[src/design/calc_pkg.sv]
package calc_pkg;

	localparam int VALUE_W    = 20;        // holds 999999
	localparam int NUM_DIGITS = 6;
	localparam int VALUE_MAX  = 999999;

	// codes 0-9 are the digit keys
	typedef logic [3:0] key_code_t;

	localparam key_code_t KEY_ADD = 4'd10;
	localparam key_code_t KEY_SUB = 4'd11;
	localparam key_code_t KEY_MUL = 4'd12;
	localparam key_code_t KEY_DIV = 4'd13;
	localparam key_code_t KEY_CLR = 4'd14;
	localparam key_code_t KEY_EQ  = 4'd15;

	typedef struct packed {
		key_code_t code;                 // row * 4 + column
	} key_event_t;

	typedef enum logic [2:0] {
		OP_NONE,
		OP_ADD,
		OP_SUB,
		OP_MUL,
		OP_DIV
	} calc_op_t;

	typedef struct packed {
		logic [VALUE_W-1:0] value;
		logic               err;         // show E instead of value
	} disp_req_t;

endpackage

[src/design/credit_fifo.sv]
`timescale 1ns/10ps
module credit_fifo #(
	parameter type payload_t  = logic [7:0],
	parameter int  FIFO_DEPTH = 4
) (
	input  logic     sys_clk,
	input  logic     reset,
	input  logic     in_valid,
	input  payload_t in_data,
	output logic     credit,
	output logic     out_valid,
	output payload_t out_data,
	input  logic     pop
);

	localparam int PTR_W = (FIFO_DEPTH > 1) ? $clog2(FIFO_DEPTH) : 1;
	localparam int CNT_W = $clog2(FIFO_DEPTH + 1);

	payload_t         mem [FIFO_DEPTH];
	logic [PTR_W-1:0] wr_ptr;
	logic [PTR_W-1:0] rd_ptr;
	logic [CNT_W-1:0] count;
	logic             do_pop;

	function automatic logic [PTR_W-1:0] ptr_inc(input logic [PTR_W-1:0] ptr);
		return (ptr == PTR_W'(FIFO_DEPTH - 1)) ? '0 : ptr + 1'b1;  // depth need not be 2^n
	endfunction

	assign out_valid = (count != '0);
	assign out_data  = mem[rd_ptr];
	assign do_pop    = pop && out_valid;
	assign credit    = do_pop;      // one credit back per removed entry

	always_ff @(posedge sys_clk) begin
		if (in_valid) begin
			mem[wr_ptr] <= in_data;
		end
	end

	// sender never writes without a credit, so no full check here
	always_ff @(posedge sys_clk) begin
		if (reset) begin
			wr_ptr <= '0;
			rd_ptr <= '0;
			count  <= '0;
		end else begin
			if (in_valid) begin
				wr_ptr <= ptr_inc(wr_ptr);
			end
			if (do_pop) begin
				rd_ptr <= ptr_inc(rd_ptr);
			end
			count <= count + CNT_W'(in_valid) - CNT_W'(do_pop);
		end
	end

endmodule

[src/design/keypad_scan.sv]
`timescale 1ns/10ps
module keypad_scan #(
	parameter int SCAN_CYCLES    = 50000,
	parameter int DEBOUNCE_SCANS = 10,
	parameter int FIFO_DEPTH     = 4
) (
	input  logic                 sys_clk,
	input  logic                 reset,
	input  logic [3:0]           row,         // active low
	output logic [3:0]           col,
	output logic                 key_valid,
	output calc_pkg::key_event_t key_data,
	input  logic                 key_credit
);
	import calc_pkg::*;

	localparam int SCAN_W = $clog2(SCAN_CYCLES + 1);
	localparam int DEB_W  = $clog2(DEBOUNCE_SCANS + 1);
	localparam int CRED_W = $clog2(FIFO_DEPTH + 1);

	typedef enum logic [1:0] {HIT_NONE, HIT_ONE, HIT_MANY} hit_t;

	logic [3:0]        row_meta;
	logic [3:0]        row_sync;
	logic [3:0]        row_low;
	logic [1:0]        row_idx;
	logic [SCAN_W-1:0] scan_cnt;
	logic [1:0]        col_idx;
	logic              col_end;
	logic              scan_end;
	hit_t              col_hit;
	hit_t              scan_hit;     // result so far in this scan
	hit_t              scan_next;
	key_code_t         scan_code;
	key_code_t         next_code;
	key_code_t         cur_code;
	hit_t              prev_hit;
	key_code_t         prev_code;
	logic              same;
	logic [DEB_W-1:0]  stable_cnt;
	logic [DEB_W-1:0]  stable_next;
	logic              armed;        // cleared once a press is taken
	logic              pend;
	key_code_t         pend_code;
	logic [CRED_W-1:0] credit_cnt;

	assign col       = ~(4'b0001 << col_idx);
	assign row_low   = ~row_sync;
	// row is sampled on the last cycle of a column, after the two sync stages
	assign col_end   = (scan_cnt == SCAN_W'(SCAN_CYCLES - 1));
	assign scan_end  = col_end && (col_idx == 2'd3);
	assign key_valid = pend && (credit_cnt != '0);
	assign key_data  = key_event_t'{code: pend_code};

	always_comb begin
		row_idx = 2'd0;
		for (int r = 0; r < 4; r++) begin
			if (row_low[r]) begin
				row_idx = 2'(r);
			end
		end
		if (row_low == 4'd0) begin
			col_hit = HIT_NONE;
		end else if ((row_low & (row_low - 4'd1)) == 4'd0) begin
			col_hit = HIT_ONE;
		end else begin
			col_hit = HIT_MANY;
		end
		if (col_hit == HIT_NONE) begin
			scan_next = scan_hit;
			next_code = scan_code;
		end else if (col_hit == HIT_ONE && scan_hit == HIT_NONE) begin
			scan_next = HIT_ONE;
			next_code = {row_idx, col_idx};
		end else begin
			scan_next = HIT_MANY;  // ghosting or chord, never a key
			next_code = scan_code;
		end
		cur_code = (scan_next == HIT_ONE) ? next_code : '0;
		same     = (scan_next == prev_hit) && (cur_code == prev_code);
		if (!same) begin
			stable_next = DEB_W'(1);
		end else if (stable_cnt == DEB_W'(DEBOUNCE_SCANS)) begin
			stable_next = stable_cnt;
		end else begin
			stable_next = stable_cnt + 1'b1;
		end
	end

	always_ff @(posedge sys_clk) begin
		row_meta <= row;
		row_sync <= row_meta;
		if (reset) begin
			scan_cnt   <= '0;
			col_idx    <= '0;
			scan_hit   <= HIT_NONE;
			scan_code  <= '0;
			prev_hit   <= HIT_NONE;
			prev_code  <= '0;
			stable_cnt <= '0;
			armed      <= 1'b1;
			pend       <= 1'b0;
			credit_cnt <= CRED_W'(FIFO_DEPTH);
		end else begin
			scan_cnt <= col_end ? '0 : scan_cnt + 1'b1;
			if (col_end) begin
				col_idx   <= col_idx + 1'b1;
				scan_hit  <= scan_end ? HIT_NONE : scan_next;
				scan_code <= scan_end ? '0 : next_code;
			end
			if (scan_end) begin
				prev_hit   <= scan_next;
				prev_code  <= cur_code;
				stable_cnt <= stable_next;
				if (stable_next == DEB_W'(DEBOUNCE_SCANS)) begin
					if (scan_next == HIT_NONE) begin
						armed <= 1'b1;           // released long enough
					end else if (scan_next == HIT_ONE && armed) begin
						armed <= 1'b0;
						if (!pend) begin       // dropped while still blocked
							pend      <= 1'b1;
							pend_code <= cur_code;
						end
					end
				end
			end
			if (key_valid) begin
				pend <= 1'b0;
			end
			credit_cnt <= credit_cnt - CRED_W'(key_valid) + CRED_W'(key_credit);
		end
	end

endmodule

[src/design/calc_core.sv]
`timescale 1ns/10ps
module calc_core #(
	parameter int FIFO_DEPTH  = 4,
	parameter int BEEP_CYCLES = 5000000
) (
	input  logic                 sys_clk,
	input  logic                 reset,
	input  logic                 key_valid,
	input  calc_pkg::key_event_t key_data,
	output logic                 key_pop,
	output logic                 disp_valid,
	output calc_pkg::disp_req_t  disp_data,
	input  logic                 disp_credit,
	output logic                 beep,
	output logic [1:0]           led
);
	import calc_pkg::*;

	localparam int CRED_W = $clog2(FIFO_DEPTH + 1);
	localparam int BEEP_W = $clog2(BEEP_CYCLES + 1);
	localparam int DCNT_W = $clog2(VALUE_W + 1);

	typedef enum logic [1:0] {ST_IDLE, ST_DIV, ST_SEND} state_t;

	state_t               state;
	logic [VALUE_W-1:0]   entry;        // divisor during ST_DIV
	logic [VALUE_W-1:0]   acc;          // dividend, then quotient
	logic [VALUE_W-1:0]   rem;
	logic [DCNT_W-1:0]    div_cnt;
	calc_op_t             op;
	logic                 digits;
	logic                 err;
	logic                 show_acc;
	logic [CRED_W-1:0]    credit_cnt;
	logic [BEEP_W-1:0]    beep_cnt;
	key_code_t            code;
	logic [VALUE_W-1:0]   entry_next;
	logic [VALUE_W:0]     sum;
	logic [2*VALUE_W-1:0] prod;
	logic [VALUE_W:0]     shifted;

	assign key_pop    = (state == ST_IDLE) && key_valid;
	assign disp_valid = (state == ST_SEND) && (credit_cnt != '0);
	assign disp_data  = disp_req_t'{value: show_acc ? acc : entry, err: err};
	assign beep       = (beep_cnt != '0);
	assign led        = {err, op != OP_NONE};

	always_comb begin
		code       = key_data.code;
		entry_next = VALUE_W'(entry * 10 + code);
		sum        = {1'b0, acc} + {1'b0, entry};
		prod       = acc * entry;
		shifted    = {rem, acc[VALUE_W-1]};
	end

	always_ff @(posedge sys_clk) begin
		if (reset) begin
			state    <= ST_IDLE;
			entry    <= '0;
			acc      <= '0;
			op       <= OP_NONE;
			digits   <= 1'b0;
			err      <= 1'b0;
			show_acc <= 1'b0;
			div_cnt  <= '0;
		end else begin
			case (state)
				ST_IDLE: begin
					if (key_pop) begin
						state <= ST_SEND;
						if (code == KEY_CLR) begin
							entry    <= '0;
							acc      <= '0;
							op       <= OP_NONE;
							digits   <= 1'b0;
							err      <= 1'b0;
							show_acc <= 1'b0;
						end else if (err) begin
							show_acc <= show_acc;  // locked until clear
						end else if (code <= 4'd9) begin
							show_acc <= 1'b0;
							if (entry <= VALUE_W'(99999)) begin  // six digits max
								entry  <= entry_next;
								digits <= 1'b1;
							end
						end else if (code == KEY_EQ) begin
							show_acc <= 1'b1;
							digits   <= 1'b0;
							op       <= OP_NONE;
							if (op != OP_DIV) begin
								entry <= '0;
							end
							case (op)
								OP_ADD: begin
									if (sum > VALUE_MAX) err <= 1'b1;
									else acc <= sum[VALUE_W-1:0];
								end
								OP_SUB: begin
									if (entry > acc) err <= 1'b1;   // would go negative
									else acc <= acc - entry;
								end
								OP_MUL: begin
									if (prod > VALUE_MAX) err <= 1'b1;
									else acc <= prod[VALUE_W-1:0];
								end
								OP_DIV: begin
									if (entry == '0) begin
										err <= 1'b1;
									end else begin
										rem     <= '0;
										div_cnt <= DCNT_W'(VALUE_W);
										state   <= ST_DIV;
									end
								end
								default: acc <= entry;
							endcase
						end else begin
							show_acc <= 1'b0;
							if (digits) begin
								acc <= entry;
							end
							entry  <= '0;
							digits <= 1'b0;
							case (code)
								KEY_ADD: op <= OP_ADD;
								KEY_SUB: op <= OP_SUB;
								KEY_MUL: op <= OP_MUL;
								default: op <= OP_DIV;
							endcase
						end
					end
				end
				ST_DIV: begin
					// restoring step, one quotient bit per cycle
					if (shifted >= {1'b0, entry}) begin
						rem <= VALUE_W'(shifted - {1'b0, entry});
						acc <= {acc[VALUE_W-2:0], 1'b1};
					end else begin
						rem <= shifted[VALUE_W-1:0];
						acc <= {acc[VALUE_W-2:0], 1'b0};
					end
					div_cnt <= div_cnt - 1'b1;
					if (div_cnt == DCNT_W'(1)) begin
						entry <= '0;
						state <= ST_SEND;
					end
				end
				default: begin
					if (credit_cnt != '0) begin
						state <= ST_IDLE;
					end
				end
			endcase
		end
	end

	always_ff @(posedge sys_clk) begin
		if (reset) begin
			credit_cnt <= CRED_W'(FIFO_DEPTH);
			beep_cnt   <= '0;
		end else begin
			credit_cnt <= credit_cnt - CRED_W'(disp_valid) + CRED_W'(disp_credit);
			if (key_pop) begin
				beep_cnt <= BEEP_W'(BEEP_CYCLES);  // ignored keys beep too
			end else if (beep_cnt != '0) begin
				beep_cnt <= beep_cnt - 1'b1;
			end
		end
	end

endmodule

[src/design/seg_display.sv]
`timescale 1ns/10ps
module seg_display #(
	parameter int DIGIT_CYCLES = 50000
) (
	input  logic                sys_clk,
	input  logic                reset,
	input  logic                req_valid,
	input  calc_pkg::disp_req_t req_data,
	output logic                req_pop,
	output logic [2:0]          sel,
	output logic [7:0]          seg          // {dp, g..a}, active low
);
	import calc_pkg::*;

	localparam int BCD_W = 4 * NUM_DIGITS;
	localparam int DIG_W = $clog2(DIGIT_CYCLES + 1);
	localparam int CNT_W = $clog2(VALUE_W + 1);

	localparam logic [7:0] SEG_E     = 8'h86;
	localparam logic [7:0] SEG_BLANK = 8'hff;

	logic               busy;
	logic [CNT_W-1:0]   conv_cnt;
	logic [VALUE_W-1:0] bin;
	logic [BCD_W-1:0]   bcd;
	logic [BCD_W-1:0]   bcd_adj;
	logic [BCD_W-1:0]   bcd_next;
	logic               conv_err;
	logic [BCD_W-1:0]   shown;
	logic               shown_err;
	logic [DIG_W-1:0]   dig_cnt;
	logic [3:0]         cur_digit;
	logic               blank;

	assign req_pop = !busy && req_valid;

	// shift-and-add-three, one input bit per cycle
	always_comb begin
		bcd_adj = bcd;
		for (int i = 0; i < NUM_DIGITS; i++) begin
			if (bcd[4*i +: 4] >= 4'd5) begin
				bcd_adj[4*i +: 4] = bcd[4*i +: 4] + 4'd3;
			end
		end
		bcd_next = {bcd_adj[BCD_W-2:0], bin[VALUE_W-1]};
	end

	always_ff @(posedge sys_clk) begin
		if (reset) begin
			busy      <= 1'b0;
			conv_cnt  <= '0;
			shown     <= '0;
			shown_err <= 1'b0;
		end else if (req_pop) begin
			busy     <= 1'b1;
			conv_cnt <= CNT_W'(VALUE_W);
			bin      <= req_data.value;
			conv_err <= req_data.err;
			bcd      <= '0;
		end else if (busy) begin
			bcd      <= bcd_next;
			bin      <= bin << 1;
			conv_cnt <= conv_cnt - 1'b1;
			if (conv_cnt == CNT_W'(1)) begin
				busy      <= 1'b0;
				shown     <= bcd_next;   // old value stays lit until here
				shown_err <= conv_err;
			end
		end
	end

	always_ff @(posedge sys_clk) begin
		if (reset) begin
			dig_cnt <= '0;
			sel     <= 3'd0;
		end else if (dig_cnt == DIG_W'(DIGIT_CYCLES - 1)) begin
			dig_cnt <= '0;
			sel     <= (sel == 3'(NUM_DIGITS - 1)) ? 3'd0 : sel + 3'd1;
		end else begin
			dig_cnt <= dig_cnt + 1'b1;
		end
	end

	always_comb begin
		cur_digit = shown[4*sel +: 4];
		blank     = (sel != 3'd0) && ((shown >> (4 * sel)) == '0);  // leading zero
		if (shown_err) begin
			seg = (sel == 3'd0) ? SEG_E : SEG_BLANK;
		end else if (blank) begin
			seg = SEG_BLANK;
		end else begin
			case (cur_digit)
				4'd0:    seg = 8'hc0;
				4'd1:    seg = 8'hf9;
				4'd2:    seg = 8'ha4;
				4'd3:    seg = 8'hb0;
				4'd4:    seg = 8'h99;
				4'd5:    seg = 8'h92;
				4'd6:    seg = 8'h82;
				4'd7:    seg = 8'hf8;
				4'd8:    seg = 8'h80;
				4'd9:    seg = 8'h90;
				default: seg = SEG_BLANK;
			endcase
		end
	end

endmodule

[src/design/calc_top.sv]
`timescale 1ns/10ps
module calc_top #(
	parameter int SCAN_CYCLES    = 50000,     // 1 ms per column at 50 MHz
	parameter int DEBOUNCE_SCANS = 5,
	parameter int FIFO_DEPTH     = 4,
	parameter int DIGIT_CYCLES   = 50000,
	parameter int BEEP_CYCLES    = 5000000
) (
	input  logic       sys_clk,
	input  logic       reset,
	input  logic [3:0] row,
	output logic [3:0] col,
	output logic [2:0] sel,
	output logic [7:0] seg,
	output logic       beep,
	output logic [1:0] led
);
	import calc_pkg::*;

	logic       key_valid;
	key_event_t key_data;
	logic       key_credit;
	logic       key_q_valid;
	key_event_t key_q_data;
	logic       key_pop;
	logic       disp_valid;
	disp_req_t  disp_data;
	logic       disp_credit;
	logic       disp_q_valid;
	disp_req_t  disp_q_data;
	logic       disp_pop;

	keypad_scan #(
		.SCAN_CYCLES    (SCAN_CYCLES),
		.DEBOUNCE_SCANS (DEBOUNCE_SCANS),
		.FIFO_DEPTH     (FIFO_DEPTH)
	) scan_i (
		.sys_clk    (sys_clk),
		.reset      (reset),
		.row        (row),
		.col        (col),
		.key_valid  (key_valid),
		.key_data   (key_data),
		.key_credit (key_credit)
	);

	credit_fifo #(
		.payload_t  (key_event_t),
		.FIFO_DEPTH (FIFO_DEPTH)
	) key_fifo (
		.sys_clk   (sys_clk),
		.reset     (reset),
		.in_valid  (key_valid),
		.in_data   (key_data),
		.credit    (key_credit),
		.out_valid (key_q_valid),
		.out_data  (key_q_data),
		.pop       (key_pop)
	);

	calc_core #(
		.FIFO_DEPTH  (FIFO_DEPTH),
		.BEEP_CYCLES (BEEP_CYCLES)
	) core_i (
		.sys_clk     (sys_clk),
		.reset       (reset),
		.key_valid   (key_q_valid),
		.key_data    (key_q_data),
		.key_pop     (key_pop),
		.disp_valid  (disp_valid),
		.disp_data   (disp_data),
		.disp_credit (disp_credit),
		.beep        (beep),
		.led         (led)
	);

	credit_fifo #(
		.payload_t  (disp_req_t),
		.FIFO_DEPTH (FIFO_DEPTH)
	) disp_fifo (
		.sys_clk   (sys_clk),
		.reset     (reset),
		.in_valid  (disp_valid),
		.in_data   (disp_data),
		.credit    (disp_credit),
		.out_valid (disp_q_valid),
		.out_data  (disp_q_data),
		.pop       (disp_pop)
	);

	seg_display #(
		.DIGIT_CYCLES (DIGIT_CYCLES)
	) display_i (
		.sys_clk   (sys_clk),
		.reset     (reset),
		.req_valid (disp_q_valid),
		.req_data  (disp_q_data),
		.req_pop   (disp_pop),
		.sel       (sel),
		.seg       (seg)
	);

endmodule

[config.mk]
export PLATFORM = sky130hd
export DESIGN_NAME = calc_top
export DESIGN_NICKNAME = d
export VERILOG_FILES = /design/src/design/calc_pkg.sv /design/src/design/credit_fifo.sv /design/src/design/keypad_scan.sv /design/src/design/calc_core.sv /design/src/design/seg_display.sv /design/src/design/calc_top.sv
export SDC_FILE = /design/constraint.sdc
export NUM_CORES = 2
export LEC_CHECK = 0
export ABC_AREA = 1
export ABC_CLOCK_PERIOD_IN_PS = 17640
export BUFFER_PORTS_ARGS = -buffer_cell sky130_fd_sc_hd__buf_4
export CORE_MARGIN = 5
export CORE_UTILIZATION = 35
export DETAILED_ROUTE_END_ITERATION = 16
export RECOVER_POWER = 50
export REMOVE_ABC_BUFFERS = 1
export SLEW_MARGIN = 20
export SYNTH_ARGS = -nofsm -noshare
export SYNTH_HDL_FRONTEND = slang
export SYNTH_HIERARCHICAL = 1
export SYNTH_SLANG_ARGS = --single-unit
export TNS_END_PERCENT = 5
[constraint.sdc]
create_clock -name sys_clk -period 17.64 [get_ports sys_clk]
set_input_delay 1.764 -clock sys_clk [delete_from_list [all_inputs] [get_ports sys_clk]]
set_output_delay 1.764 -clock sys_clk [all_outputs]
set_load 0.1 [all_outputs]
Word level (Yosys, flattened, before mapping):

Memory sizes are Yosys's and may differ from the RTL's. A register that Yosys moved wholly into a read port is not among the register bits.
Cells that the tools add are included.

* register bits: 258
* latch bits: 0
* memory bits (read-only): 112
* memory bits (writable): 100
* output and inout bits: 18
* input port bits: 6
* memories kept: 3

* shift-type cells: 3
* bitwise operators: 7
* eq/ne operators: 48
* reductions and logical operators: 53
* divide/modulo/power cells: 0
* multiply operators: 2
* muxes and demuxes: 119
* order comparisons: 12
* $add $sub $neg: 31

Memories
* (no name shown): depth 16, bits a word 7, rd ports 1, clocked after Yosys merged registers in 0, wr ports 0, RTL line seg_display.sv:92 `case (cur_digit)`
* disp_fifo.mem: depth 4, bits a word 21, rd ports 1, clocked after Yosys merged registers in 1, wr ports 1, RTL line credit_fifo.sv:19 `payload_t mem [FIFO_DEPTH];`
* key_fifo.mem: depth 4, bits a word 4, rd ports 1, clocked after Yosys merged registers in 1, wr ports 1, RTL line credit_fifo.sv:19

Operators by type and width (count)
* $mux W20: 28
* $pmux W20 S2: 3
* $pmux W20 S4: 1
* $mux W2: 24
* $mux W23: 2
* $mux W5: 9
* $gt A40 B20 Y1 const B: 1
* $mul A20 B20 Y40: 1
* $sub A20 B20 Y20: 2
* $mux W4: 9
* $add A16 B1 Y16 const B: 2
* $eq A16 B16 Y1 const B: 2
* $mux W1: 27
* $ge A4 B3 Y1 const B: 6
* $logic_not A24 Y1: 1
* $mux W24: 1
* $mux W3: 8
* $shiftx A24 B6 Y4: 1
* $shr A24 B5 Y24: 1
* $reduce_bool A23 Y1: 1
* $sub A23 B1 Y23 const B: 1
* $add A20 B20 Y21: 1
* $ge A21 B20 Y1: 1
* $gt A21 B20 Y1 const B: 1
* 54 further kinds: 141

Longest topological paths before layout:

* depth after elaboration: 17
* mapped depth: 40

Modules after synthesis:

The synthesis kept the hierarchy.

Modules (own cells, without submodules)
* calc_core: instances 1, area each 24632.4 um^2, sequential area each 2182.1 um^2, cells each 3594
* seg_display: instances 1, area each 5094.9 um^2, sequential area each 2352.3 um^2, cells each 668
* credit_fifo (disp_fifo): instances 1, area each 3646.0 um^2, sequential area each 2702.6 um^2, cells each 265
* keypad_scan: instances 1, area each 2457.4 um^2, sequential area each 1041.0 um^2, cells each 321
* credit_fifo (key_fifo): instances 1, area each 1087.3 um^2, sequential area each 660.6 um^2, cells each 100

Worst setup path before layout:

OpenSTA, ideal clock, no wires.

* kind: reg2reg
* start point: reg core_i.entry[2]
* end point: reg core_i.acc[8]
* path buffers: 3
* required time: 17.525 ns
* cell stages (with the launch flop): 38
* slack: 10.849 ns
* arrival time: 6.675 ns
* period minus slack after synthesis: 6.791 ns
* cell sequence: dfxtp_1 clkbuf_1 buf_1 nand2_1 fa_1 inv_1 fa_1 inv_1 fa_1 inv_1 fa_1 fa_1 fa_1 inv_1 fa_1 inv_1 ha_1 nand2_1 (+2 left out) nand2_1 a21oi_1 nor2_1 nor2_1 nand2_1 nand2_1 nand2_1 nor2_1 nand3_1 nor2_1 nand3_1 nand2_1 nand3_2 nand2_4 buf_6 nand3_2 nand2_1 nor2_1

* word-level cells in the longest chain between the ends: 9

Ends and longest elaborated chain
* from (decl): RTL line calc_core.sv:26 `logic [VALUE_W-1:0] entry;`
* from (signal assigned): RTL line calc_core.sv:83 `entry <= entry_next;`
* branches (longest 9 deep; another with $mul A20 B20 Y40)
* to (signal assigned): RTL line calc_core.sv:96 `else acc <= sum[VALUE_W-1:0];`
* to (signal assigned): RTL line calc_core.sv:100 `else acc <= acc - entry;`
* to (signal assigned): RTL line calc_core.sv:104 `else acc <= prod[VALUE_W-1:0];`
* to (decl): RTL line calc_core.sv:27 `logic [VALUE_W-1:0] acc;`

Several ways; the timed one is not identified. The select of a mux whose other input is x is not followed.
A chain may end at the register's enable or synchronous reset.

Worst setup path after layout:

* start point: reg core_i.entry[19]
* end point: reg core_i.acc[11]

* word-level cells in the longest chain between the ends: 4

Ends and longest elaborated chain
* $mul A20 B20 Y40 or $add A20 B20 Y21 (tied branches): RTL line calc_core.sv:52, calc_core.sv:51
* $gt A40 B20 Y1 or $gt A21 B20 Y1 (tied branches): RTL line calc_core.sv:103, calc_core.sv:95
* $ne A5 B5 Y1 (no line)
* $reduce_and A9 Y1 (no line) *
* to (signal assigned): RTL line calc_core.sv:100
* to (signal assigned): RTL line calc_core.sv:104
* to (signal assigned): RTL line calc_core.sv:115 `default: acc <= entry;`

Every way passes the cells marked *; elsewhere a longest branch is shown, timed or not.

==> reports/metrics.yaml <==
synth:
  synth-seq-cells: 362
  synth.distinct_cells: 71
  synthFlopType: "dfxtp_1"
  synth_edf_count: 169
  synth_cells: 4948
  syn_area_um2: 36900
  ys_seq_area_frac: 0.242
  avgSynthCellArea_um2: 7.46
  async_flop_share: 0
  ys.warnings.count: 6
detailed_routing:
  vias: 30900
  dr.pass1.iters: 6
  routed_wl_mm: 101
  drc: 0
  drt_iter0_drc: 2491
  wire_per_inst_um: 16.0
  drt-vias-per-instance: 4.89
  ant_nets: 0
sta:
  slew_violations: 133
  worst_pin_slew_ns: 2.33
  hold_viol_final: 0
  clock.fmax_mhz: 123
  min_period_over_period: 0.463
  maxSlewHeadroom: -0.557
  period_minus_slack_ns: 8.16
  rsz0062_at_grt: "false"
  fin_skew_ns: 0.0302
  timing.setup.tns_ns: 0
  finalSetupViolCount: 0
setup_path:
  crit_path_max_fanout: 40
  crit_required_ns: 18.06
  max_stage_delay_ns: 1.00
  r2r_end: "core_i/acc[11]"
  reg2reg_slack_ns: 9.48
  r2r_start: "core_i/entry[19]"
  crit_end: "core_i/acc[11]"
  critPathSlowestCell: "dfxtp_1"
  path_class: "register to register"
  worst_ep_arrival_time_ns: 8.58
  cpMostUsedCell: "fa_1"
  critPathCaptureType: "register"
  start_kind: "register"
  cp-startpoint: "core_i/entry[19]"
  ff2ff_path_depth: 29
global_routing:
  grt_use_total: 0.179
  grt_overflow_total: 0
  grt_pass1_wl_mm: 164
  grt_max_degree: 49
  grt_pass1_vias: 30000
  antenna_found_initial: 0
floorplan:
  rows: 119
  io_pins: 24
  fp.dieH_um: 335
  start_util: 0.352
  core_um2: 105000
  die_area_um2: 112000
  fp.dieW_um: 335
clocking:
  clock_tree.buffer_depth: 3
  root_buffer: "clkbuf_16"
  cts.sinks: 362
  cts_hold_buf: 0
  cts_tree: "yes"
  post_cts_resized: 0
  postCtsSetupBuffers: 0
  clk_pin_slew_ns: 0.06
  cts_buffers: 37
  cts.htree.levels: 2
  clock_latency_ns: 0.55
finish:
  layout-drive-gt1-share: 0.0543
  area_delta_synth_final_pct: 7.04
  final_util: 0.376
  antenna_cells: 0
  nNetsFinal: 5519
run:
  cap_violations: 3
power_and_ir_drop:
  leakage_uw: 0.0204
  power_density_nw_per_um2: 47.0
  peakVddDrop_v: 0.0000563
hold_path:
  hold_path_class: "register to register"
place:
  io_buffer_count: 22
  dp_hpwl_mm: 77.3
  gp_congestion: 0.947
outcome:
  violations: "max-capacitance violations, max-slew violations"
  outcome: "finished, violations left"
## power by group
| group | total, uW | leakage [uW] | internal [uW] | switching (uW) |
|---|---|---|---|---|
| Combinational | 177 | 0.0167 | 58.9 | 118 |
| Sequential | 911 | 0.00311 | 893 | 17.8 |
| Clock | 770 | 0.000567 | 432 | 339 |
## how the worst min path moves through the flow
stage | startpoint | endpoint | slack, ns | cells past startpoint
floorplan | scan_i/row_meta[0] | scan_i/row_sync[0] | 0.31 | 0
global placement | scan_i/row_meta[1] | scan_i/row_sync[1] | 0.31 | 0
detailed placement | scan_i/row_meta[2] | scan_i/row_sync[2] | 0.31 | 0
CTS | scan_i/row_meta[2] | scan_i/row_sync[2] | 0.33 | 0
global route | scan_i/row_meta[2] | scan_i/row_sync[2] | 0.34 | 0
finish | scan_i/row_meta[2] | scan_i/row_sync[2] | 0.33 | 0
## cells in the mapped netlist, drive strengths merged, types with 5 or more instances
cell     instances  area [um2]
a21oi          281        1460
nor3b            7        52.6
o22ai           27         181
a22oi           19         143
a31oi           12        75.1
buf             49         389
nor3            58         320
a21boi           8        60.1
ha             295        3690
clkbuf         123         463
xor2            52         455
o21ai          234        1180
o21bai          13         109
fa             328        6570
o21a             6        45.0
o211ai          13         103
nand3b          14         105
nor2           432        1740
xnor2           30         263
nor4            14        93.8
a211oi           9        67.6
or2             22         138
o2111ai          9        78.8
nand2         1229        4690
o32ai            5        43.8
inv           1036        3900
nand4           42         269
nand3          191        1100
dfxtp          193        3860
edfxtp         169        5070
## layer usage
| metal | vias up | track usage | part of all wire |
|---|---|---|---|
| li1 | 15200 | - | - |
| met1 | 14700 | 0.249 | 0.45 |
| met4 | 0 | 0.0491 | 0.031 |
| met2 | 777 | 0.297 | 0.46 |
| met3 | 154 | 0.0202 | 0.056 |
| met5 | - | 0 | 0 |
## worst max-delay path: cells and delay by family (launching register included)
| family | cells | cell delay, ns |
|---|---|---|
| buf+inv | 4 | 0.24 |
| fa+ha+maj | 8 | 4.08 |
| simple gates | 17 | 2.69 |
| flops | 1 | 1.00 |
## cells in the final DEF, fill, tap and decap left out, types with 44 or more instances in the layout
| cell type | n |
|---|---|
| nand3_1 | 164 |
| dfxtp_1 | 193 |
| nor3_1 | 52 |
| buf_4 | 67 |
| o21ai_0 | 187 |
| fa_1 | 328 |
| inv_1 | 1017 |
| nand2_1 | 1206 |
| nor2_1 | 406 |
| a21oi_1 | 272 |
| edfxtp_1 | 169 |
| o21ai_1 | 44 |
| xor2_1 | 52 |
| ha_1 | 295 |
## stage by stage
step	cells	power, uW	instance area (um2)	hold slack (ns)	setup WS [ns]
after floorplan	4776	1070	36100	0.310	10.59
after CTS	6310	1890	39600	0.328	9.52
after detailed placement	6242	1110	38400	0.314	9.55
after global placement	6242	1110	38400	0.313	9.67
final	6310	1860	39500	0.326	9.48
after global routing	6310	1950	39500	0.335	8.94
## cells by family after synthesis
| group | synth area share |
|---|---|
| buf+inv | 0.129 |
| compound gates | 0.0990 |
| xor+xnor | 0.0195 |
| other cells | 0.000102 |
| fa+ha+maj | 0.278 |
| simple gates | 0.232 |
| flops | 0.242 |
## layout make-up
type	instances	area (um2)
fill	11100	65500
multi-input combinational	3374	23200
sequential	362	8940
inverter	1040	3920
tap	1391	1740
clock buffer	45	987
timing repair buffer	75	548
clock inverter	23	186
## flip-flops by register name, summed over array words and instances, names as in the netlist, 5 cells and up, named ones only
name	count
scan_i/scan_cnt	16
core_i/beep_cnt	23
display_i/bcd	24
key_fifo/mem	16
core_i/rem	20
core_i/acc	20
display_i/bin	20
core_i/div_cnt	5
display_i/dig_cnt	16
display_i/shown	24
core_i/entry	20
display_i/conv_cnt	5
disp_fifo/mem	84
No activity file was read; power rests on OpenSTA's default activity.
